[src/logic/board_defs.svh]
// board timing and address constants
`ifndef BOARD_DEFS_SVH
`define BOARD_DEFS_SVH

// timebase dividers, board values
// clocks per microsecond strobe at 50 MHz
`define US_DIV 50
// microsecond strobes per millisecond
`define MS_DIV 1000

// word memory, 2**RAM_AW x 16 bit
`define RAM_AW 13

// I/O space byte offsets, address bits 2..0
`define IO_LED   3'd0  // led register, lane 0 only
`define IO_DISP  3'd2  // display digits and points
`define IO_STAT  3'd4  // toggle status, read only
`define IO_MSCNT 3'd6  // millisecond counter, read only

// bus slave select bit
`define IO_SEL_BIT 15

`endif

[src/logic/button_toggle.sv]
// push button toggle bit
module button_toggle
(
  input  logic sys_clk_p,
  input  logic rst_n_i,
  input  logic ena_ms_i,  // sample rate, also the debounce
  input  logic btn_n_i,   // low while pressed
  output logic tog_o
);

  logic smp_q;  // current sample, high = pressed
  logic prv_q;  // sample one ms earlier

  always_ff @(posedge sys_clk_p)
  begin
    if (!rst_n_i)
    begin
      smp_q <= 1'b0;
      prv_q <= 1'b0;
      tog_o <= 1'b0;
    end
    else if (ena_ms_i)
    begin
      smp_q <= ~btn_n_i;
      prv_q <= smp_q;
      if (smp_q & ~prv_q)
        tog_o <= ~tog_o;  // press after release, one ms late
    end
  end

endmodule

[config.mk]
export PLATFORM = sky130hd
export DESIGN_NAME = button_toggle
export DESIGN_NICKNAME = d
export VERILOG_FILES = /design/src/logic/board_defs.svh /design/src/logic/button_toggle.sv
export SDC_FILE = /design/constraint.sdc
export NUM_CORES = 1
export LEC_CHECK = 0
export BUFFER_PORTS_ARGS = -buffer_cell sky130_fd_sc_hd__buf_2
export CAP_MARGIN = 20
export CORE_AREA = 2 2 39 41
export DETAILED_ROUTE_END_ITERATION = 8
export DIE_AREA = 0 0 41 43
export SLEW_MARGIN = 15
export SYNTH_ARGS = -nofsm -noshare
export SYNTH_HDL_FRONTEND = slang
export SYNTH_SLANG_ARGS = --single-unit
[constraint.sdc]
create_clock -name sys_clk_p -period 1.95 [get_ports sys_clk_p]
set_input_delay 0.195 -clock sys_clk_p [delete_from_list [all_inputs] [get_ports sys_clk_p]]
set_output_delay 0.195 -clock sys_clk_p [all_outputs]
set_load 0.05 [all_outputs]
==> results.md <==
* Status: completed
* Post-Synthesis Cell Area at 118 um2
* Power per Cell Area at 1040 mW/mm2
* Clock transition at the registers of the reported paths at 0.03 ns
* Worst Path Class, Setup: flip-flop to primary output
* DR iter-0 viols at 1
* Via count of the first global-routing pass at 104
* Filler instances at 166
* Number of antenna-violating nets in the routed design at 0
* Fin nets at 24
* Standard cell core area at 0.00138 mm2
* Fraction of final layout cells sized beyond drive strength 1 at 0.368
* Biggest area contributors in the synthesized netlist: sky130_fd_sc_hd__dfxtp_1 51%, sky130_fd_sc_hd__mux2i_1 17%, sky130_fd_sc_hd__o211a_1 8.5%, sky130_fd_sc_hd__nand2_1 6.4%, sky130_fd_sc_hd__nand3b_1 6.4%
* Resized cells post-CTS at 0
* Total clock sinks at 3
* Peak supply drop at 0.000142 V
* Count of mapped cells out of synthesis at 11
* CTS Hold Bufs at 0
* Startpoint kind of the worst setup timing path: flip-flop
* Total vias in the final route at 107
* Number of setup violations in the final report at 0
* Rel. slew slack at 0.836
* Post-route cell area at 184 um2
* Global routing usage summed across all routing layers at 0.0351
* Setup repair after global routing missed its margin: false
* Cell family with the largest share of critical-path delay: flip-flops
* Area of the die at 0.00176 mm2
* Mean routed wirelength per cell at 6.54 um
* Warnings from Yosys at 0
* Weighted congestion reported at the end of routability-driven placement at 0.466
* Area of the multi-input gates at 57.6 um2
* Cell taking the most area after synthesis: sky130_fd_sc_hd__dfxtp_1
* Width of the die at 41 um
* Post-route clock period utilization at 0.516
* Cell variety after synth at 7
* Number of antenna diodes at 0
* Time the final worst path needs with I/O delays and setup at 1.01 ns
* Antenna violations before repair at 0
* CP Cell Sequence: buf_2
* Slowest CP cell: sky130_fd_sc_hd__dfxtp_1
* Worst Tran Pin Value at 0.247 ns
* Effective utilization at floorplan at 0.0850
* First-pass GRT wire length at 324 um
* Commonest non-fill, non-tap cells in the layout: 4 x sky130_fd_sc_hd__buf_2, 3 x sky130_fd_sc_hd__clkbuf_4, 3 x sky130_fd_sc_hd__dfxtp_1, 2 x sky130_fd_sc_hd__nand2_1, 2 x sky130_fd_sc_hd__mux2i_1
* Total DRC errors in the routed layout at 0
* Commonest non-fill, non-tap cell in the layout: sky130_fd_sc_hd__buf_2
* Synthesis-to-finish area growth at 56.4%
* Pins over their slew limit at 0
* Sequential cell area fraction in the yosys report at 0.511
* Cts bufs inserted at 3
* CTS tree: built
* Row cnt at 14
* Worst Path Buf+Inv at 1
* H-Tree Level Count at 1
* Final Routed Wirelength at 229 um
* Capturing element type of the critical path: primary output
* Synth Register Bits at 3
* Sum of negative setup slack at 0 ns
* Root Buffer Master: sky130_fd_sc_hd__clkbuf_4
* Largest stage delay on the critical path at 0.32 ns
* Crit path DAT at 0.81 ns
* Sequential Area at 60.1 um2
* Class of the tightest hold or removal check: input port to flip-flop
* Max Clock Skew at 0.000454 ns
* Highest clock rate at 993 MHz
* Post-Syn Nets at 15
* Iteration count of the initial detailed-routing pass at 2
* Total I/O pin count at 5
* Maximum clock path buffer count at 2
* Critical Path RT at 1.75 ns
* Clock latency of the later-clocked register in the worst-skew pair at 0.23 ns
* Largest net degree at the start of global routing at 5
* Reported leakage power at 0.0000907 uW
* Maxcap violations at 0
* Instance area at placement at 158 um2
* Count of final hold-check violations at 0
* Total global routing overflow at 0
* Y dimension of the die at 43 um
* Max FO, Critical Path at 3
* Area share of the largest cell type after synthesis at 0.511
* Number of buffers inserted by port buffering at 4
* Detail-routed via count per cell at 3.06
* Post-CTS Setup Inserts at 0
* Per-instance average area after synthesis at 10.7 um2
final timing paths:
check	from	end	slack (ns)	depth (start not counted)
setup / recovery	tog_o$_SDFFE_PN0P_	tog_o	0.94	1
hold / removal	btn_n_i	smp_q$_SDFFE_PN0P_	0.23	3
setup reg to reg	prv_q$_SDFFE_PN0P_	tog_o$_SDFFE_PN0P_	1.26	2
hold reg to reg	tog_o$_SDFFE_PN0P_	tog_o$_SDFFE_PN0P_	0.47	2
worst reg2reg max path, cell delays in order (launching register included):
cell and delay [ns]:
sky130_fd_sc_hd__dfxtp_1 0.29, sky130_fd_sc_hd__nand3b_1 0.16, sky130_fd_sc_hd__mux2i_1 0.12
cells in the mapped netlist:
library cell / count
sky130_fd_sc_hd__mux2i_1: 2
sky130_fd_sc_hd__nand3b_1: 1
sky130_fd_sc_hd__nand2b_1: 1
sky130_fd_sc_hd__nor2b_1: 1
sky130_fd_sc_hd__nand2_1: 2
sky130_fd_sc_hd__o211a_1: 1
sky130_fd_sc_hd__dfxtp_1: 3
per-stage QoR:
step           cells  hold slack (ns)  power (uW)   util  setup slack [ns]
6_report          35            0.233         191  0.133             0.943
5_1_grt           35            0.269         201  0.133             0.915
4_1_cts           35            0.225         199  0.133             0.923
3_5_place_dp      31            0.472        86.0  0.114              1.18
3_3_place_gp      31            0.460        85.5  0.114              1.19
2_1_floorplan     11            0.323        79.0      -              1.00
metal layers:
layer	up-vias	GRT usage	part of all wire
met5	-	0	0
met4	0	0.0600	0
met3	0	0.0314	0.14
met2	4	0.0375	0.47
met1	49	0.0257	0.39
li1	54	-	-
where the power goes:
group	internal, uW	switching [uW]	leakage, uW
clock	76.5	29.3	0.0000150
sequential	65.4	1.91	0.0000246
combinational	7.68	9.74	0.0000511
total	150	41.0	0.0000907
cell families (layout without fill, tap and decap cells):
logic type      count (synthesis)  after routing  synth area share
simple gates                    5              5             0.234
flops                           3              3             0.511
mux                             2              2             0.170
compound gates                  1              1            0.0851
buf+inv                         0              8                 0
final cells by class:
| type | instances | area share |
|---|---|---|
| repair buffers | 4 | 0.109 |
| clock buffers | 4 | 0.143 |
| multi-input cells | 8 | 0.313 |
| well taps | 16 | 0.109 |
| flip-flops and latches | 3 | 0.327 |
registers in the layout, indices dropped and copies added, names as in the netlist:
name   count
prv_q      1
smp_q      1
tog_o      1
No activity file was read; power rests on OpenSTA's default activity.
