<file path="src/logic/board_defs.svh">
// board timing and address constants
`ifndef BOARD_DEFS_SVH
`define BOARD_DEFS_SVH

// timebase dividers, board values
// clocks per microsecond strobe at 50 MHz
`define US_DIV 50
// microsecond strobes per millisecond
`define MS_DIV 1000

// word memory, 2**RAM_AW x 16 bit
`define RAM_AW 13

// I/O space byte offsets, address bits 2..0
`define IO_LED   3'd0  // led register, lane 0 only
`define IO_DISP  3'd2  // display digits and points
`define IO_STAT  3'd4  // toggle status, read only
`define IO_MSCNT 3'd6  // millisecond counter, read only

// bus slave select bit
`define IO_SEL_BIT 15

`endif

</file>
<file path="src/logic/wb_bus_pkg.sv">
// wishbone bus types
package wb_bus_pkg;

  // master to slave, held until ack
  typedef struct packed {
    logic [15:0] adr;  // byte address
    logic [15:0] dat;  // write data
    logic [1:0]  sel;  // byte lanes, [1] high byte
    logic        we;   // write enable
    logic        cyc;  // bus cycle in progress
    logic        stb;  // transfer strobe
  } wb_req_t;

  // slave to master
  typedef struct packed {
    logic [15:0] dat;  // read data, valid with ack
    logic        ack;  // transfer acknowledge
  } wb_rsp_t;

  // idle response for unselected slave
  localparam wb_rsp_t WB_RSP_IDLE = '{dat: 16'h0000, ack: 1'b0};

endpackage

</file>
<file path="src/logic/wb_decode.sv">
// memory and register split of the bus
`include "board_defs.svh"

module wb_decode
(
  input  wb_bus_pkg::wb_req_t wb_req_i,   // from the master
  output wb_bus_pkg::wb_rsp_t wb_rsp_o,
  output wb_bus_pkg::wb_req_t ram_req_o,  // lower half of the map
  input  wb_bus_pkg::wb_rsp_t ram_rsp_i,
  output wb_bus_pkg::wb_req_t io_req_o,   // upper half
  input  wb_bus_pkg::wb_rsp_t io_rsp_i
);

  logic io_sel;  // address in I/O space

  assign io_sel = wb_req_i.adr[`IO_SEL_BIT];

  // only the selected slave sees stb, the rest of the request is shared
  always_comb
  begin
    ram_req_o     = wb_req_i;
    io_req_o      = wb_req_i;
    ram_req_o.stb = wb_req_i.stb & ~io_sel;
    io_req_o.stb  = wb_req_i.stb & io_sel;
  end

  // response back from the slave that owns the address
  assign wb_rsp_o = io_sel ? io_rsp_i : ram_rsp_i;

endmodule

</file>
<file path="config.mk">
export PLATFORM = sky130hd
export DESIGN_NAME = wb_decode
export DESIGN_NICKNAME = d
export VERILOG_FILES = /design/src/logic/wb_bus_pkg.sv /design/src/logic/wb_decode.sv
export VERILOG_INCLUDE_DIRS = /design/src /design/src/logic
export SDC_FILE = /design/constraint.sdc
export NUM_CORES = 1
export LEC_CHECK = 0
export BUFFER_PORTS_ARGS = -buffer_cell sky130_fd_sc_hd__buf_2
export CORE_AREA = 2 2 62 64
export DETAILED_ROUTE_END_ITERATION = 8
export DIE_AREA = 0 0 64 66
export PLACE_DENSITY_LB_ADDON = 0.12
export SLEW_MARGIN = 15
export SYNTH_ARGS = -nofsm -noshare
export SYNTH_HDL_FRONTEND = slang
export SYNTH_SLANG_ARGS = --single-unit
</file>
<file path="constraint.sdc">
create_clock -name vclk -period 1.1
set_input_delay 0.11 -clock vclk [all_inputs]
set_output_delay 0.11 -clock vclk [all_outputs]
set_load 0.02 [all_outputs]
</file>
==> run_results.csv <==
group,metric,value,unit
critical_path,path_depth,4,
cells_and_area,area_growth,-23.0,%
critical_path,crit_buf_inv,3,
critical_path,required,990,ps
detailed_routing,routedWlPerCell,9.53,µm
critical_path,critPathKind,"primary input to output pin",
sta,max_freq,1030,MHz
cells_and_area,final_nets,151,
synthesis,synthesis.nets,164,
global_route,grt_pass1_vias,402,
global_route,grt_pass1_wl,1.66,mm
pwr,intPower,0.000156,W
detailed_routing,firstDrtPassIters,1,
place,place_congestion,0.575,
cells_and_area,fillers,402,
detailed_routing,vias_per_cell,3.59,
synthesis,postSynthCellCount,93,
clocking,cts_resized,0,
synthesis,synth_top_cell_area_share,66.8,%
job,cap_violations,0,
synthesis,synth.yosys.seq_area_share,0,%
detailed_routing,postRouteAntennaNets,0,
pwr,pwr-share-comb,100.0,%
cells_and_area,multi_input_area,238,µm²
pwr,leakagePower,0.354,nW
critical_path,crit_path_start_kind,"primary input",
cells_and_area,drive_gt1_share,100,%
sta,setup_violations,0,
synthesis,yosys.area.top_type,"buf_4",
detailed_routing,drt_iter0_markers,0,
sta,tightest_slew,113,ps
place,dp_hpwl,1.08,mm
synthesis,synth_area_leaders,"buf_4 (67%), mux2_4 (15%), mux2_2 (13%)",
clocking,postCtsSetupRepairBufs,0,
sta,period_share,88.3,%
pwr,clockPowerShare,0,%
detailed_routing,wirelength,1.20,mm
sta,setup-tns-final,0,ps
synthesis,yosys_warnings,0,
floorplanning,num_io_pins,162,
synthesis,synth_area,810,µm²
pwr,cellPowerDensity,465,nW/µm²
sta,maxSlewHeadroom,92.5,%
cells_and_area,seq_area,0,µm²
run_status,status,"finished clean",
place,port_buffers,57,
floorplanning,row_count,22,
global_route,grt_max_degree,13,
floorplanning,core,3550,µm²
critical_path,end_kind,"output pin",
hold_path,min_path_type,"primary input to output pin",
critical_path,path_common_cell,"buf_2",
critical_path,critPathTopFamily,"buffers and inverters",
pwr,power_frac_seq,0,%
hold_path,hold_end,"io_req_o[7]",
pwr,ir_drop,0.000118,V
cells_and_area,seq_cells,0,
critical_path,crit_fanout,9,
sta,fin_crit,972,ps
critical_path,cpPeakStageDelay,320,ps
detailed_routing,vias,452,
cells_and_area,layout.cells.non_filler,126,
floorplanning,fp.dieW,64,µm
synthesis,synth.avg_cell_area,8.70,µm²
synthesis,yosysMostFrequentCell,"buf_4",
cells_and_area,antenna_cells,0,
critical_path,crit_arrival,860,ps
hold_path,min_from,"wb_req_i[7]",
floorplanning,die-area,4220,µm²
sta,rsz0062_at_grt,"false",
global_route,antenna_found_initial,0,
cells_and_area,clkbuf_count,0,
critical_path,crit_chain,"buf_2 > buf_12 > mux2_2 > buf_2",
pwr,switchingPower,0.000134,W
hold_path,hold-path-cell-count,0,
global_route,overflow,0,
floorplanning,die_y,66,µm
sta,maxSlewViolCount,0,
clocking,hold_buffers,0,
place,place_inst,126,
floorplanning,start_util,22.8,%
detailed_routing,drc,0,
critical_path,cp_slowest_cell,"mux2_2",
global_route,track_usage,4.57,%
synthesis,synth_top_cells_by_count,"buf_4 (72), mux2_2 (9), mux2_4 (8)",
synthesis,synth_cell_types,7,
sta,hold_viol_final,0,
pwr,p_sw_share,46.3,%
logic make-up (layout without fill, tap and decap cells):
logic type / count (synthesis) / in the layout / share of synthesized area [%]
and+or+nand+nor: 2 / 2 / 2.01
muxes: 17 / 17 / 27.4
buffers and inverters: 74 / 59 / 70.6
area by class of cell:
type / count / share of cell area (%)
multi-input combinational: 19 / 38.2
tap: 48 / 9.64
timing repair buffer: 59 / 52.2
stage by stage:
step	hold slack, ps	cell area [µm²]	util [%]	power (W)	worst slack, ps
4_1_cts	220	623	17.5	0.000295	117
2_1_floorplan	333	810	-	0.000551	291
3_5_place_dp	220	623	17.5	0.000294	122
3_3_place_gp	220	623	17.5	0.000293	127
5_1_grt	220	623	17.5	0.000310	75.8
6_report	220	623	17.5	0.000290	128
cell usage in the layout (no fill, tap or decap), drive strengths merged:
cell,netlist,layout
and2,1,1
and2b,1,1
buf,74,59
mux2,17,17
routing by layer:
layer | vias to the layer above | track usage, % | wire (µm)
li1 | 192 | - | -
met1 | 173 | 3.46 | 315
met3 | 19 | 2.90 | 294
met5 | - | 0 | 0
met4 | 0 | 3.26 | 61
met2 | 68 | 8.33 | 529
worst max path at each step:
stage | to | startpoint | slack, ps
floorplan | wb_rsp_o[10] | wb_req_i[36] | 290
global placement | wb_rsp_o[6] | wb_req_i[36] | 130
detailed placement | wb_rsp_o[0] | wb_req_i[36] | 120
CTS | wb_rsp_o[4] | wb_req_i[36] | 120
global route | wb_rsp_o[5] | wb_req_i[36] | 80
finish | wb_rsp_o[0] | wb_req_i[36] | 130
power groups by stage:
stage	sequential [W]	combinational, W	clock, W
after floorplan	0	0.000551	0
after global placement	0	0.000293	0
after detailed placement	0	0.000294	0
after CTS	0	0.000295	0
after global routing	0	0.000310	0
final	0	0.000290	0
No activity file was read; power rests on OpenSTA's default activity.
