## src/logic/board_defs.svh

```systemverilog
// board timing and address constants
`ifndef BOARD_DEFS_SVH
`define BOARD_DEFS_SVH

// timebase dividers, board values
// clocks per microsecond strobe at 50 MHz
`define US_DIV 50
// microsecond strobes per millisecond
`define MS_DIV 1000

// word memory, 2**RAM_AW x 16 bit
`define RAM_AW 13

// I/O space byte offsets, address bits 2..0
`define IO_LED   3'd0  // led register, lane 0 only
`define IO_DISP  3'd2  // display digits and points
`define IO_STAT  3'd4  // toggle status, read only
`define IO_MSCNT 3'd6  // millisecond counter, read only

// bus slave select bit
`define IO_SEL_BIT 15

`endif

```

## src/logic/board_io_pkg.sv

```systemverilog
// front panel types
package board_io_pkg;

  // display register as seen on the bus
  //   [3:0]   digit 0
  //   [7:4]   digit 1
  //   [11:8]  digit 2
  //   [14:12] decimal points, one per digit
  //   [15]    spare
  typedef struct packed {
    logic             spare;  // readable, no function
    logic [2:0]       dp;     // decimal points
    logic [2:0][3:0]  dig;    // hex nibbles, dig[0] rightmost
  } disp_reg_t;

  // board pins driven by the subsystem
  typedef struct packed {
    logic [5:0] led;   // LEDs, active high
    logic [7:0] seg;   // segment mask, active low, dp in bit 7
    logic [2:0] dsel;  // digit select, active low
  } panel_t;

  // scanner steps that light a digit, 0..2
  localparam int SCAN_DIGITS = 3;

  // full scan length, steps 3..5 blank
  localparam int SCAN_STEPS = 6;

endpackage

```

## src/logic/seg7_scan.sv

```systemverilog
// seven segment digit scanner
module seg7_scan
(
  input  logic                    sys_clk_p,
  input  logic                    rst_n_i,
  input  logic                    ena_ms_i,  // one step per ms
  input  board_io_pkg::disp_reg_t disp_i,
  output logic [7:0]              seg_o,     // active low segments
  output logic [2:0]              dsel_o     // active low digit select
);

  import board_io_pkg::*;

  logic [2:0] step_q;   // 0, 5, 4, 3, 2, 1, 0, ...
  logic [1:0] dig_idx;
  logic       lit;      // step shows a digit

  // segment order g..a in bits 6..0
  function automatic logic [6:0] hex2seg(input logic [3:0] nib);
    case (nib)
      4'h0: hex2seg = 7'h3f;
      4'h1: hex2seg = 7'h06;
      4'h2: hex2seg = 7'h5b;
      4'h3: hex2seg = 7'h4f;
      4'h4: hex2seg = 7'h66;
      4'h5: hex2seg = 7'h6d;
      4'h6: hex2seg = 7'h7d;
      4'h7: hex2seg = 7'h07;
      4'h8: hex2seg = 7'h7f;
      4'h9: hex2seg = 7'h6f;
      4'ha: hex2seg = 7'h77;
      4'hb: hex2seg = 7'h7c;  // lower case b
      4'hc: hex2seg = 7'h39;
      4'hd: hex2seg = 7'h5e;  // lower case d
      4'he: hex2seg = 7'h79;
      default: hex2seg = 7'h71;
    endcase
  endfunction

  always_ff @(posedge sys_clk_p)
  begin
    if (!rst_n_i)
      step_q <= 3'd0;
    else if (ena_ms_i)
      step_q <= (step_q == 3'd0) ? 3'(SCAN_STEPS - 1) : step_q - 3'd1;  // counts down
  end

  assign lit     = (step_q < 3'(SCAN_DIGITS));
  assign dig_idx = step_q[1:0];

  // blank steps dim the display to half duty
  assign seg_o  = lit ? ~{disp_i.dp[dig_idx], hex2seg(disp_i.dig[dig_idx])} : 8'hff;
  assign dsel_o = lit ? ~(3'b001 << dig_idx) : 3'b111;

endmodule

```

## config.mk

```make
export PLATFORM = sky130hd
export DESIGN_NAME = seg7_scan
export DESIGN_NICKNAME = d
export VERILOG_FILES = /design/src/logic/board_defs.svh /design/src/logic/board_io_pkg.sv /design/src/logic/seg7_scan.sv
export SDC_FILE = /design/constraint.sdc
export NUM_CORES = 1
export LEC_CHECK = 0
export ABC_CLOCK_PERIOD_IN_PS = 3500
export BUFFER_PORTS_ARGS = -buffer_cell sky130_fd_sc_hd__buf_4
export CAP_MARGIN = 20
export CORE_MARGIN = 2
export CORE_UTILIZATION = 34
export DETAILED_ROUTE_END_ITERATION = 8
export MAX_ROUTING_LAYER = met4
export PLACE_DENSITY = 0.71
export SYNTH_ARGS = -nofsm -noshare
export SYNTH_HDL_FRONTEND = slang
export SYNTH_SLANG_ARGS = --single-unit
```

## constraint.sdc

```tcl
create_clock -name sys_clk_p -period 3.5 [get_ports sys_clk_p]
set_clock_uncertainty 0.15 [all_clocks]
set_input_delay 0.175 -clock sys_clk_p [delete_from_list [all_inputs] [get_ports sys_clk_p]]
set_output_delay 0.175 -clock sys_clk_p [all_outputs]
set_load 0.01 [all_outputs]
```

==> summary.md <==
| Metric | Value |
|---|---|
| GRT Util Overall | 0.163 |
| Max-cap violations | 0 |
| Synthesized flop and latch total | 3 |
| Antenna viol nets, final | 0 |
| Yosys cell types | 30 |
| Least-Margin Pin Slew | 0.525 ns |
| CTS resizes | 0 |
| GP Congestion | between 0.7 and 0.8 |
| Post-Synthesis Cells | 73 |
| RSZ-0062 raised after global routing | false |
| Final setup TNS | 0 ns |
| WS Path Type | register to output port |
| Status | complete, no violations |
| Max Root-Sink Buffers | 2 |
| Drt via density | 5.27 |
| CTS Buf Count | 3 |
| Register Area | ~60 µm² |
| Die H | 45.5 µm |
| Fin util | 0.497 |
| DRT iter0 DRCs | 7 |
| Diode count | 0 |
| Largest net degree at the start of global routing | 14 |
| Total gr overflow | 0 |
| Worst EP required | ~3.2 ns |
| Initial antenna violation count | 0 |
| Syn_nets | 99 |
| Min-Delay Path Class | input pin to register |
| Sink Count | 3 |
| Worst Slack Setup Final | roughly 0.63 ns |
| Final Max Tran Viols | 0 |
| Root Buffer | clkbuf_4 |
| Multi-input logic area | between 400 and 500 µm² |
| Total Wirelength | 1380 µm |
| # rows | 15 |
| Port bufs | 28 |
| P_leak | 0.397 nW |
| Clock latency at the later pin of the worst-skew pair | roughly 0.23 ns |
| Share of post-route cells with drive strength above 1 | 0.359 |
| Setup bufs post-CTS | 0 |
| Layout area overhead | 41.6% |
| Regs by FF count | step_q x3 |
| Filler Cell Count | 171 |
| CTS tree | done |
| Pwr dens | 320 mW/mm² |
| Mean Syn Cell Area | roughly 8 µm² |
| Final setup fails | 0 |
| Final #Nets | 130 |
| Vias in the first global route | 585 |
| Fin. Hold Viols | 0 |
| Final worst path period share | 0.821 |
| Max rail drop VDD | 0.132 mV |
| Core area | ~0.0017 mm² |
| Die area | 0.00207 mm² |
| DP Wirelength | 1110 µm |
| Post-CTS Hold Fix Bufs | 0 |
| Seq/Total Area, Yosys | 0.102 |
| Async SR Flop Fraction | 0 |
| Post-synth EDFFs | 0 |
| Most flop-heavy register | step_q |
| First-pass GRT wire length | 2400 µm |
| Boundary Pins | 30 |
| Warnings, synthesis | 0 |
| Worst-path clk slew | about 0.040 ns |
| Critical path endpoint category | output port |
| Post-route DRC | 0 |
| Startpoint Class | register |
| Fmax | 348 MHz |
| Wirelength per Cell | about 12 µm |
| Tmin final | about 2.9 ns |
| Synth Cell Area | around 600 µm² |
| Vias | approximately 630 |
| Setup WS pre-CTS | 0.861 ns |
| Critical Path AT | 2.55 ns |
| Top FF cell, synth | dfxtp_1 |
| Initial Util | 0.351 |
| DRT Pass-1 Iters | 4 |
| Max reg flops | 3 |
| Maximum fanout along the worst path | 13 |
| DIE WIDTH | 45.5 µm |
| Relative max-transition margin | 0.650 |
| Max H-tree Level | 1 |
area by class of cell:
type | count | area share
Clock buffer | 4 | 0.0316
Inverter | 4 | 0.0181
Multi-Input combinational cell | 63 | 0.590
Sequential cell | 3 | 0.0723
Tap cell | 17 | 0.0256
Timing Repair Buffer | 29 | 0.262
metal layers:
metal	GRT usage	vias to the layer above	wire (µm)
met5	-	-	0
met4	0.0706	0	16
met3	0.0357	2	56
met2	0.259	18	711
met1	0.196	282	600
li1	-	330	-
report_power, final:
group          switching (mW)  total (mW)  internal, mW
Sequential            0.00574      0.0429        0.0372
Combinational          0.0799       0.163        0.0833
Clock                  0.0173      0.0600        0.0427
Total                   0.103       0.266         0.163
path summary, 6_finish.rpt:
check / from / to / slack [ns] / cells after the start
max reg2reg: step_q[0] / step_q[2] / 2.04 / 4
min reg2reg: step_q[2] / step_q[2] / 0.42 / 1
max: step_q[0] / seg_o[4] / 0.63 / 9
min: rst_n_i / step_q[1] / 0.03 / 2
stage by stage:
stage,hold WS [ns],power (mW),cells,cell area (µm²)
2_1_floorplan,0.125,0.142,73,587
3_3_place_gp,0.247,0.205,116,805
3_5_place_dp,0.262,0.208,116,805
4_1_cts,0.0127,0.271,120,831
5_1_grt,0.0283,0.292,120,831
6_report,0.0250,0.266,120,831
cell usage after synthesis, drive strengths merged, types with 2 or more instances:
cell,number,share of area
ha,7,0.15
o21ai,5,0.049
a2bb2oi,2,0.070
a21oi,4,0.034
inv,4,0.026
buf,3,0.036
nand2,14,0.090
mux2i,7,0.12
o2bb2ai,2,0.072
nor2,4,0.026
o221ai,5,0.075
dfxtp,3,0.10
cells by family (layout without fill, tap and decap cells):
logic type | Yosys count | in the layout | synth area share
mux | 7 | 7 | 0.119
compound gates | 22 | 22 | 0.354
xor+xnor | 1 | 1 | 0.0149
fa+ha+maj | 7 | 7 | 0.149
buf+inv | 7 | 37 | 0.0618
simple gates | 26 | 26 | 0.198
flops | 3 | 3 | 0.102
cells in the final DEF (no fill, tap or decap), drive strengths merged:
| master | instances |
|---|---|
| buf | 29 |
| nand2 | 14 |
| mux2i | 7 |
| ha | 7 |
| o221ai | 5 |
| o21ai | 5 |
| inv | 4 |
| a21oi | 4 |
| nor2 | 4 |
| clkbuf | 4 |
| dfxtp | 3 |
| a2bb2oi | 2 |
| o2bb2ai | 2 |
| and2b | 1 |
| and2 | 1 |
| and3 | 1 |
| a211oi | 1 |
| xnor2 | 1 |
| or3 | 1 |
| nand3 | 1 |
| o211ai | 1 |
| a31oi | 1 |
| o211a | 1 |
| nand2b | 1 |
| nor3 | 1 |
| nor2b | 1 |
critical path: stages, from the launching register on:
cell	delay, ns
dfxtp_1	0.45
and2b_1	0.51
nand2_1	0.09
o21ai_1	0.25
inv_1	0.16
ha_1	0.26
and2_1	0.17
a21oi_1	0.11
o221ai_1	0.13
buf_4	0.18
Power figures use the tool's default switching activity.
