==> config.mk <==
export PLATFORM = sky130hd
export DESIGN_NAME = wb_io_regs
export DESIGN_NICKNAME = d
export VERILOG_FILES = /design/src/logic/board_io_pkg.sv /design/src/logic/wb_bus_pkg.sv /design/src/logic/wb_io_regs.sv
export VERILOG_INCLUDE_DIRS = /design/src /design/src/logic
export SDC_FILE = /design/constraint.sdc
export NUM_CORES = 1
export LEC_CHECK = 0
export ABC_AREA = 1
export CORE_AREA = 5 5 67 69
export DETAILED_ROUTE_END_ITERATION = 10
export DIE_AREA = 0 0 72 74
export DONT_BUFFER_PORTS = 1
export GPL_ROUTABILITY_DRIVEN = 0
export PLACE_DENSITY_LB_ADDON = 0.05
export SLEW_MARGIN = 30
export SYNTH_ARGS = -nofsm -noshare
export SYNTH_HDL_FRONTEND = slang
export SYNTH_SLANG_ARGS = --single-unit
==> constraint.sdc <==
create_clock -name sys_clk_p -period 1.8 [get_ports sys_clk_p]
set_input_delay 0.18 -clock sys_clk_p [delete_from_list [all_inputs] [get_ports sys_clk_p]]
set_output_delay 0.18 -clock sys_clk_p [all_outputs]
set_load 0.005 [all_outputs]
==> src/logic/board_defs.svh <==
// board timing and address constants
`ifndef BOARD_DEFS_SVH
`define BOARD_DEFS_SVH

// timebase dividers, board values
// clocks per microsecond strobe at 50 MHz
`define US_DIV 50
// microsecond strobes per millisecond
`define MS_DIV 1000

// word memory, 2**RAM_AW x 16 bit
`define RAM_AW 13

// I/O space byte offsets, address bits 2..0
`define IO_LED   3'd0  // led register, lane 0 only
`define IO_DISP  3'd2  // display digits and points
`define IO_STAT  3'd4  // toggle status, read only
`define IO_MSCNT 3'd6  // millisecond counter, read only

// bus slave select bit
`define IO_SEL_BIT 15

`endif

==> src/logic/board_io_pkg.sv <==
// front panel types
package board_io_pkg;

  // display register as seen on the bus
  //   [3:0]   digit 0
  //   [7:4]   digit 1
  //   [11:8]  digit 2
  //   [14:12] decimal points, one per digit
  //   [15]    spare
  typedef struct packed {
    logic             spare;  // readable, no function
    logic [2:0]       dp;     // decimal points
    logic [2:0][3:0]  dig;    // hex nibbles, dig[0] rightmost
  } disp_reg_t;

  // board pins driven by the subsystem
  typedef struct packed {
    logic [5:0] led;   // LEDs, active high
    logic [7:0] seg;   // segment mask, active low, dp in bit 7
    logic [2:0] dsel;  // digit select, active low
  } panel_t;

  // scanner steps that light a digit, 0..2
  localparam int SCAN_DIGITS = 3;

  // full scan length, steps 3..5 blank
  localparam int SCAN_STEPS = 6;

endpackage

==> src/logic/wb_bus_pkg.sv <==
// wishbone bus types
package wb_bus_pkg;

  // master to slave, held until ack
  typedef struct packed {
    logic [15:0] adr;  // byte address
    logic [15:0] dat;  // write data
    logic [1:0]  sel;  // byte lanes, [1] high byte
    logic        we;   // write enable
    logic        cyc;  // bus cycle in progress
    logic        stb;  // transfer strobe
  } wb_req_t;

  // slave to master
  typedef struct packed {
    logic [15:0] dat;  // read data, valid with ack
    logic        ack;  // transfer acknowledge
  } wb_rsp_t;

  // idle response for unselected slave
  localparam wb_rsp_t WB_RSP_IDLE = '{dat: 16'h0000, ack: 1'b0};

endpackage

==> src/logic/wb_io_regs.sv <==
// panel and status registers on wishbone
`include "board_defs.svh"

module wb_io_regs
(
  input  logic                    sys_clk_p,
  input  logic                    rst_n_i,
  input  wb_bus_pkg::wb_req_t     wb_req_i,
  output wb_bus_pkg::wb_rsp_t     wb_rsp_o,
  input  logic                    ena_ms_i,  // millisecond strobe
  input  logic [1:0]              tog_i,     // button toggle states
  output logic [5:0]              leds_o,
  output board_io_pkg::disp_reg_t disp_o
);

  import board_io_pkg::*;

  logic [5:0]  led_q;
  disp_reg_t   disp_q;
  logic [15:0] ms_cnt;    // free running, wraps
  logic [15:0] rd_mux;
  logic [15:0] rd_q;
  logic [15:0] disp_wr;   // lane merged display word
  logic [1:0]  ack_q;
  logic [2:0]  off;       // offset inside I/O space
  logic        req;
  logic        wr;

  assign off = wb_req_i.adr[2:0];
  assign req = wb_req_i.cyc & wb_req_i.stb;
  assign wr  = req & wb_req_i.we;

  assign disp_wr[7:0]  = wb_req_i.sel[0] ? wb_req_i.dat[7:0]  : disp_q[7:0];
  assign disp_wr[15:8] = wb_req_i.sel[1] ? wb_req_i.dat[15:8] : disp_q[15:8];

  always_ff @(posedge sys_clk_p)
  begin
    if (!rst_n_i)
    begin
      led_q  <= '0;
      disp_q <= '0;
      ms_cnt <= '0;
    end
    else
    begin
      if (wr && off == `IO_LED && wb_req_i.sel[0])
        led_q <= wb_req_i.dat[5:0];  // high lane has no bits here
      if (wr && off == `IO_DISP)
        disp_q <= disp_reg_t'(disp_wr);
      if (ena_ms_i)
        ms_cnt <= ms_cnt + 16'd1;
    end
  end

  // read mux, stat and counter are read only
  always_comb
  begin
    case (off)
      `IO_LED:   rd_mux = {10'd0, led_q};
      `IO_DISP:  rd_mux = disp_q;
      `IO_STAT:  rd_mux = {14'd0, tog_i};
      `IO_MSCNT: rd_mux = ms_cnt;
      default:   rd_mux = 16'h0000;  // odd byte addresses
    endcase
  end

  // capture while the request is held, settled by the third cycle
  always_ff @(posedge sys_clk_p)
  begin
    if (req)
      rd_q <= rd_mux;
  end

  // same two-stage ack pipe as the memory
  always_ff @(posedge sys_clk_p)
  begin
    if (!rst_n_i)
      ack_q <= 2'b00;
    else
    begin
      ack_q[0] <= req;
      ack_q[1] <= req & ack_q[0];
    end
  end

  assign wb_rsp_o.dat = rd_q;
  assign wb_rsp_o.ack = req & (ack_q[1] | wb_req_i.we);

  assign leds_o = led_q;
  assign disp_o = disp_q;

endmodule

==> results of run 1 <==
[state kept, by name, summed over array words and instances (netlist names)]
name    flops
leds_o      6
ack_q       2
ms_cnt     16
rd_q       16
disp_o     16
[synth_stat cells, drive strengths merged]
| master | number | area, µm² |
|---|---|---|
| nand4 | 4 | 25.02 |
| dfxtp | 40 | 800.8 |
| nor2 | 73 | 316.6 |
| ha | 1 | 12.51 |
| clkbuf | 2 | 7.510 |
| nand2 | 57 | 231.5 |
| buf | 3 | 15.01 |
| a21oi | 11 | 55.05 |
| nor3 | 5 | 25.02 |
| inv | 26 | 97.59 |
| o21ai | 34 | 170.2 |
| edfxtp | 16 | 480.5 |
| nand3 | 14 | 97.60 |
| a22o | 2 | 17.52 |
| o211ai | 3 | 22.52 |
[per-layer routing]
metal | part of all wire [%] | global-route usage [%] | wire (µm)
met1 | 43 | 27.23 | 2343
met2 | 47 | 35.10 | 2565
met3 | 8.7 | 7.027 | 473
met4 | 1.1 | 6.263 | 61
met5 | 0 | 0 | 0
[worst paths after layout]
| kind | cells past startpoint | slack (ps) | start | endpoint |
|---|---|---|---|---|
| max | 7 | 430 | ms_cnt[0]$_SDFFE_PN0P_ | ms_cnt[14]$_SDFFE_PN0P_ |
| min | 2 | 4 | wb_req_i[7] | disp_o[2]$_SDFFE_PN0P_ |
| min reg2reg | 2 | 450 | ack_q[0]$_SDFF_PN0_ | ack_q[1]$_SDFF_PN0_ |
| max reg2reg | 7 | 430 | ms_cnt[0]$_SDFFE_PN0P_ | ms_cnt[14]$_SDFFE_PN0P_ |
[final cells by class]
type                            count  area, µm²
Sequential cell                    56       1281
Fill cell                         344       1252
Multi-Input combinational cell    204      973.4
Inverter                           26      97.59
Timing Repair Buffer                8      77.57
Clock buffer                        5      68.82
Tap cell                           50      62.56
Clock inverter                      3      42.54
[stage by stage]
step           cell area, µm²  hold WS (ps)  setup WS [ps]  total power, mW
6_report                 2604         4.154          427.5            2.232
3_5_place_dp             2422         273.4          490.2            1.424
3_3_place_gp             2422         271.0          528.7            1.420
5_1_grt                  2604        0.4424          295.5            2.307
2_1_floorplan            2375         269.4          638.6            1.414
4_1_cts                  2594        0.3622          427.4            2.235
[report_power, final]
| part | switching (mW) | internal [mW] |
|---|---|---|
| clock | 0.403 | 0.412 |
| sequential | 0.0156 | 1.31 |
| combinational | 0.0566 | 0.0319 |
[cells by family (layout without fill, tap and decap cells)]
| kind of cell | after synthesis | after routing | synth area share, % |
|---|---|---|---|
| AO/OA/AOI/OAI | 50 | 50 | 11.17 |
| adder cells (fa/ha/maj) | 1 | 1 | 0.5268 |
| buffers and inverters | 31 | 42 | 5.058 |
| flip-flops | 56 | 56 | 53.95 |
| AND/OR/NAND/NOR | 153 | 153 | 29.29 |
[worst reg2reg max path: stages (launching register included)]
cell	delay, ps
dfxtp_1	430
ha_1	230
nand3_2	150
nor2_4	190
nand3_2	90
nand2_1	70
nand2_1	40
nor2_1	120
[repair_timing]
action | in CTS | in global routing
hold buffers | 6 | 1
buffers inserted | 0 | 0
endpoints found under the hold margin | 25 | 2
==> impl_metrics.ini, run 1 <==
[timing]
finalCritPeriodShare_pct = 76.25
rsz0062_at_grt = no
setup_violations = 0
slew-limit-headroom_pct = 45.98
clock.fmax_mhz = 728.6
hold_violations = 0
period_needed_ps = 1372
finalSetupTns_ps = 0
finClkSkew_ps = 3.619
tightest_slew_ps = 807.7
drv_slew = 0

[worst_setup_path]
critPathMaxFanout = 5
max_stage_delay_ps = 430
critPathArrivalTime_ps = 1620
end_kind = register
criticalPathCategory = reg -> reg
critPathBufInv = 0
critPathLaunchType = register
cpLargestDelayFamily = simple AND/OR/NAND/NOR gates
critPathRequiredTime_ps = 2050
path_cells = ha_1 -> nand3_2 -> nor2_4 -> nand3_2 -> nand2_1 -> nand2_1 -> nor2_1
cpMaxStageDelayCell = dfxtp_1

[floorplan]
die_h_um = 74
die_area_um2 = 5328
ioPinCount = 81
initial_utilization_pct = 61.58
die_width_um = 72
core_area_um2 = 3856
num_rows = 23

[global_routing]
grt_first_pass_wirelength_um = 8735
grt_pass1_vias = 1796
grt_use_total_pct = 21.39
grt_max_degree = 24
antenna_found_initial = 0
grt_overflow = 0

[routing]
drc_errors = 0
wl_um = 5444
wl_per_cell_um = 15.47
vias_per_cell = 5.386
ant_nets = 0
drt_iter0_drc = 115
route.vias.total = 1896
dr.pass1.iters = 4

[hold_path]
hold_class = in -> reg

[pwr]
powerDensity_nw_per_um2 = 857.2
ir_drop_uv = 604.4
p_leak_nw = 1.000

[yosys]
syn_avg_cell_area_um2 = 8.161
yosysWarnings = 0
ys_seq_area_share_pct = 53.95
synth.distinct_cells = 22
ys_ff_latch = 56
syn_inst = 291
synth_nets = 334
netlist_area_um2 = 2375

[outcome]
outcome = finished, final reports clean

[layout]
fin_cells = 352
syn2layout_area_growth_pct = 9.642
drive_gt1_share_pct = 9.272
num_antenna_cells = 0
num-nets-final = 344
fin_util_pct = 67.52
final_common_cell = nor2_1
layout_common_cells = 66 x nor2_1, 52 x nand2_1, 40 x dfxtp_1, 34 x o21ai_0, 23 x inv_1

[placed_design]
port_buffers = 0
dp_cells = 337
place_hpwl_um = 3820

[clock_tree]
clk_latency_ps = 310
cts_made_buffers = 5
clock-sinks = 56
root_buffer = clkbuf_8
cts_resized = 0
max-clock-path-buffers = 2
cts_tree = yes
htreeDepth = 2
clk_pin_slew_worst_paths_ps = 100

[flow_run]
cap_viol_max_count = 0
Note: power is estimated with default switching activity, not from simulation.
==> run 2, diff against run 1 <==
- ABC_AREA: 1 -> 0
- CORE_AREA: 5 5 67 69 -> 5 5 70 72
- DIE_AREA: 0 0 72 74 -> 0 0 75 77
- clock period: 1.8 -> 1.3 ns (I/O delays scaled with it)
==> run 2 against run 1 <==
Against the previous run: the run now ends with negative setup slack left; final cell count grew 0.85%; sequential share of layout area shrank 9.6 points; global-route usage grew 1.7 points; largest cell class unchanged.
==> impl_metrics.ini, run 2 <==
[global_routing]
grt_overflow = 0
grt_first_pass_wirelength_um = 10020
grt_max_degree = 40
grt_pass1_vias = 1929
antenna_found_initial = 0
grt_use_total_pct = 23.10

[outcome]
failed_checks = negative setup slack
outcome = finished, violations left

[worst_setup_path]
max_stage_delay_ps = 470
end_kind = register
critPathArrivalTime_ps = 1530
reg2regPathDepth = 4
critPathRequiredTime_ps = 1360
criticalPathCategory = reg -> reg
path_cells = buf_4 -> buf_6 -> mux4_2 -> nor2b_4
critPathLaunchType = register
cpMaxStageDelayCell = mux4_2
critPathMaxFanout = 4

[pwr]
power_frac_clock_pct = 31.0
p_sw_share_pct = 22.79
power.share.combinational_pct = 8.0
p_seq_share_pct = 61.0
ir_drop_uv = 784.7
powerDensity_nw_per_um2 = 914.0
p_leak_nw = 1.221
p_int_mw = 2.316
power_mw = 3.000
p_switching_mw = 0.6835

[layout]
drive_gt1_share_pct = 22.77
fin_area_um2 = 3282
final_common_cell = nand2_1
num_antenna_cells = 0
layout_common_cells = 44 x nand2_1, 36 x mux2i_1, 34 x dfxtp_1, 28 x buf_4, 22 x nor2_1
syn2layout_area_growth_pct = 30.11
num-nets-final = 345

[clock_tree]
max-clock-path-buffers = 2
htreeDepth = 2
clk_latency_ps = 320
clock-sinks = 56
clk_pin_slew_worst_paths_ps = 90
cts_tree = yes
root_buffer = clkbuf_8
cts_made_buffers = 5

[floorplan]
die_area_um2 = 5775
die_h_um = 77
ioPinCount = 81
num_rows = 24
die_width_um = 75
initial_utilization_pct = 59.57
core_area_um2 = 4234

[timing]
rsz0062_at_grt = yes
fin_ws_ps = -160.5
clock.fmax_mhz = 684.7
finalCritPeriodShare_pct = 112.3
finClkSkew_ps = 13.97
period_needed_ps = 1461
setup_violations = 10
drv_slew = 0
slew-limit-headroom_pct = 71.04
finalSetupTns_ps = -639.4
hold_violations = 0
hold_ws_ps = 48.12
tightest_slew_ps = 434.3

[flow_run]
cap_viol_max_count = 0

[routing]
drt_iter0_drc = 131
drc_errors = 0
wl_um = 6472
ant_nets = 0
dr.pass1.iters = 4
wl_per_cell_um = 18.23
vias_per_cell = 5.775
route.vias.total = 2050

[yosys]
ys_seq_area_share_pct = 50.79
synth_nets = 297
ys_async_sr_fraction_pct = 0
ys_ff_latch = 56
synth.distinct_cells = 32
netlist_area_um2 = 2522
yosysWarnings = 0
synth_most_common_cell = nand2_1
synth_ff_type = dfxtp_1
synth_area_leaders = dfxtp_1 32%, edfxtp_1 19%, mux2i_1 14%, nand2_1 6.5%, nor2_1 3.3%
synth_top_area_cell = dfxtp_1
syn_inst = 254
synth_edf_count = 16
synth_common_cells = 44 x nand2_1, 40 x dfxtp_1, 36 x mux2i_1, 22 x nor2_1, 16 x edfxtp_1
yosys.area.top_type_share_pct = 31.75
syn_avg_cell_area_um2 = 9.931

[hold_path]
hold_class = in -> reg
timing.hold.worst_path_depth = 2

[placed_design]
port_buffers = 0
placed_area_um2 = 2766
place_hpwl_um = 4269
## run 2: cell count changes in the layout (fill, tap and decap cells not counted), sizes merged, moves of 6 or more
cell / change
mux2i: +36
o21ai: -26
nand2b: +6
dlygate4sd3: +14
nor2: -51
inv: -23
nand2: -13
buf: +33
## run 2: layout make-up
type / instances / area (µm²)
fill: 275 / 952.2
sequential: 56 / 1301
multi-input combinational: 180 / 1301
clock buffer: 6 / 72.57
inverter: 4 / 15.01
timing repair buffer: 55 / 514.2
tap: 52 / 65.06
clock inverter: 2 / 12.51
## run 2: cells by family (layout without fill, tap and decap cells)
kind of cell | count (synthesis) | count (layout) | synth area share [%]
flip-flops | 56 | 56 | 50.79
buffers and inverters | 18 | 67 | 3.323
adder cells (fa/ha/maj) | 1 | 1 | 0.4960
multiplexers | 38 | 38 | 16.07
AND/OR/NAND/NOR | 109 | 109 | 21.38
XOR/XNOR | 4 | 4 | 1.389
AO/OA/AOI/OAI | 28 | 28 | 6.548
## run 2: critical path: cells and delay by family, from the launching register on
family / cells / cell delay (ps)
and+or+nand+nor: 1 / 140
buffers and inverters: 2 / 250
muxes: 1 / 470
DFF: 1 / 360
## run 2: worst paths after layout
check	startpoint	endpoint	slack (ps)
hold / removal	rst_n_i	leds_o[5]$_SDFFE_PN0P_	50
setup reg to reg	ms_cnt[1]$_SDFFE_PN0P_	rd_q[1]$_DFFE_PP_	-160
hold reg to reg	ack_q[0]$_SDFF_PN0_	ack_q[1]$_SDFF_PN0_	430
setup / recovery	ms_cnt[1]$_SDFFE_PN0P_	rd_q[1]$_DFFE_PP_	-160
## run 2: metrics by stage
step                      util, %  std cells  setup WS [ps]
after CTS                   73.82        351         -90.83
after floorplan                 -        254         -150.5
after global routing        77.51        355         -225.0
final                       77.51        355         -160.5
after detailed placement    65.34        319         -138.9
after global placement      65.34        319         -114.1
## run 2: timing repair
action | 4_1_cts | 5_1_grt
endpoints found under the setup margin | 13 | 14
pin swaps | 4 | 8
hold endpoints to repair | 35 | 0
hold buffers | 22 | 0
resized for setup | 8 | 27
setup buffers | 2 | 4
## run 2: layer usage
layer	vias up	track usage, %	wire [µm]	share of wire, %
met5	-	0	0	0
li1	1001	-	-	-
met4	0	5.338	100	1.5
met1	988	30.54	2747	42
met2	53	37.28	3283	51
met3	8	6.144	340	5.3
## run 2: power groups by stage
stage / Clock, mW / Combinational [mW] / Sequential (mW)
after floorplan: 0 / 0.142 / 1.87
after detailed placement: 0 / 0.141 / 1.88
after global placement: 0 / 0.137 / 1.88
after CTS: 0.953 / 0.224 / 1.84
after global routing: 1.03 / 0.263 / 1.83
final: 0.929 / 0.241 / 1.83
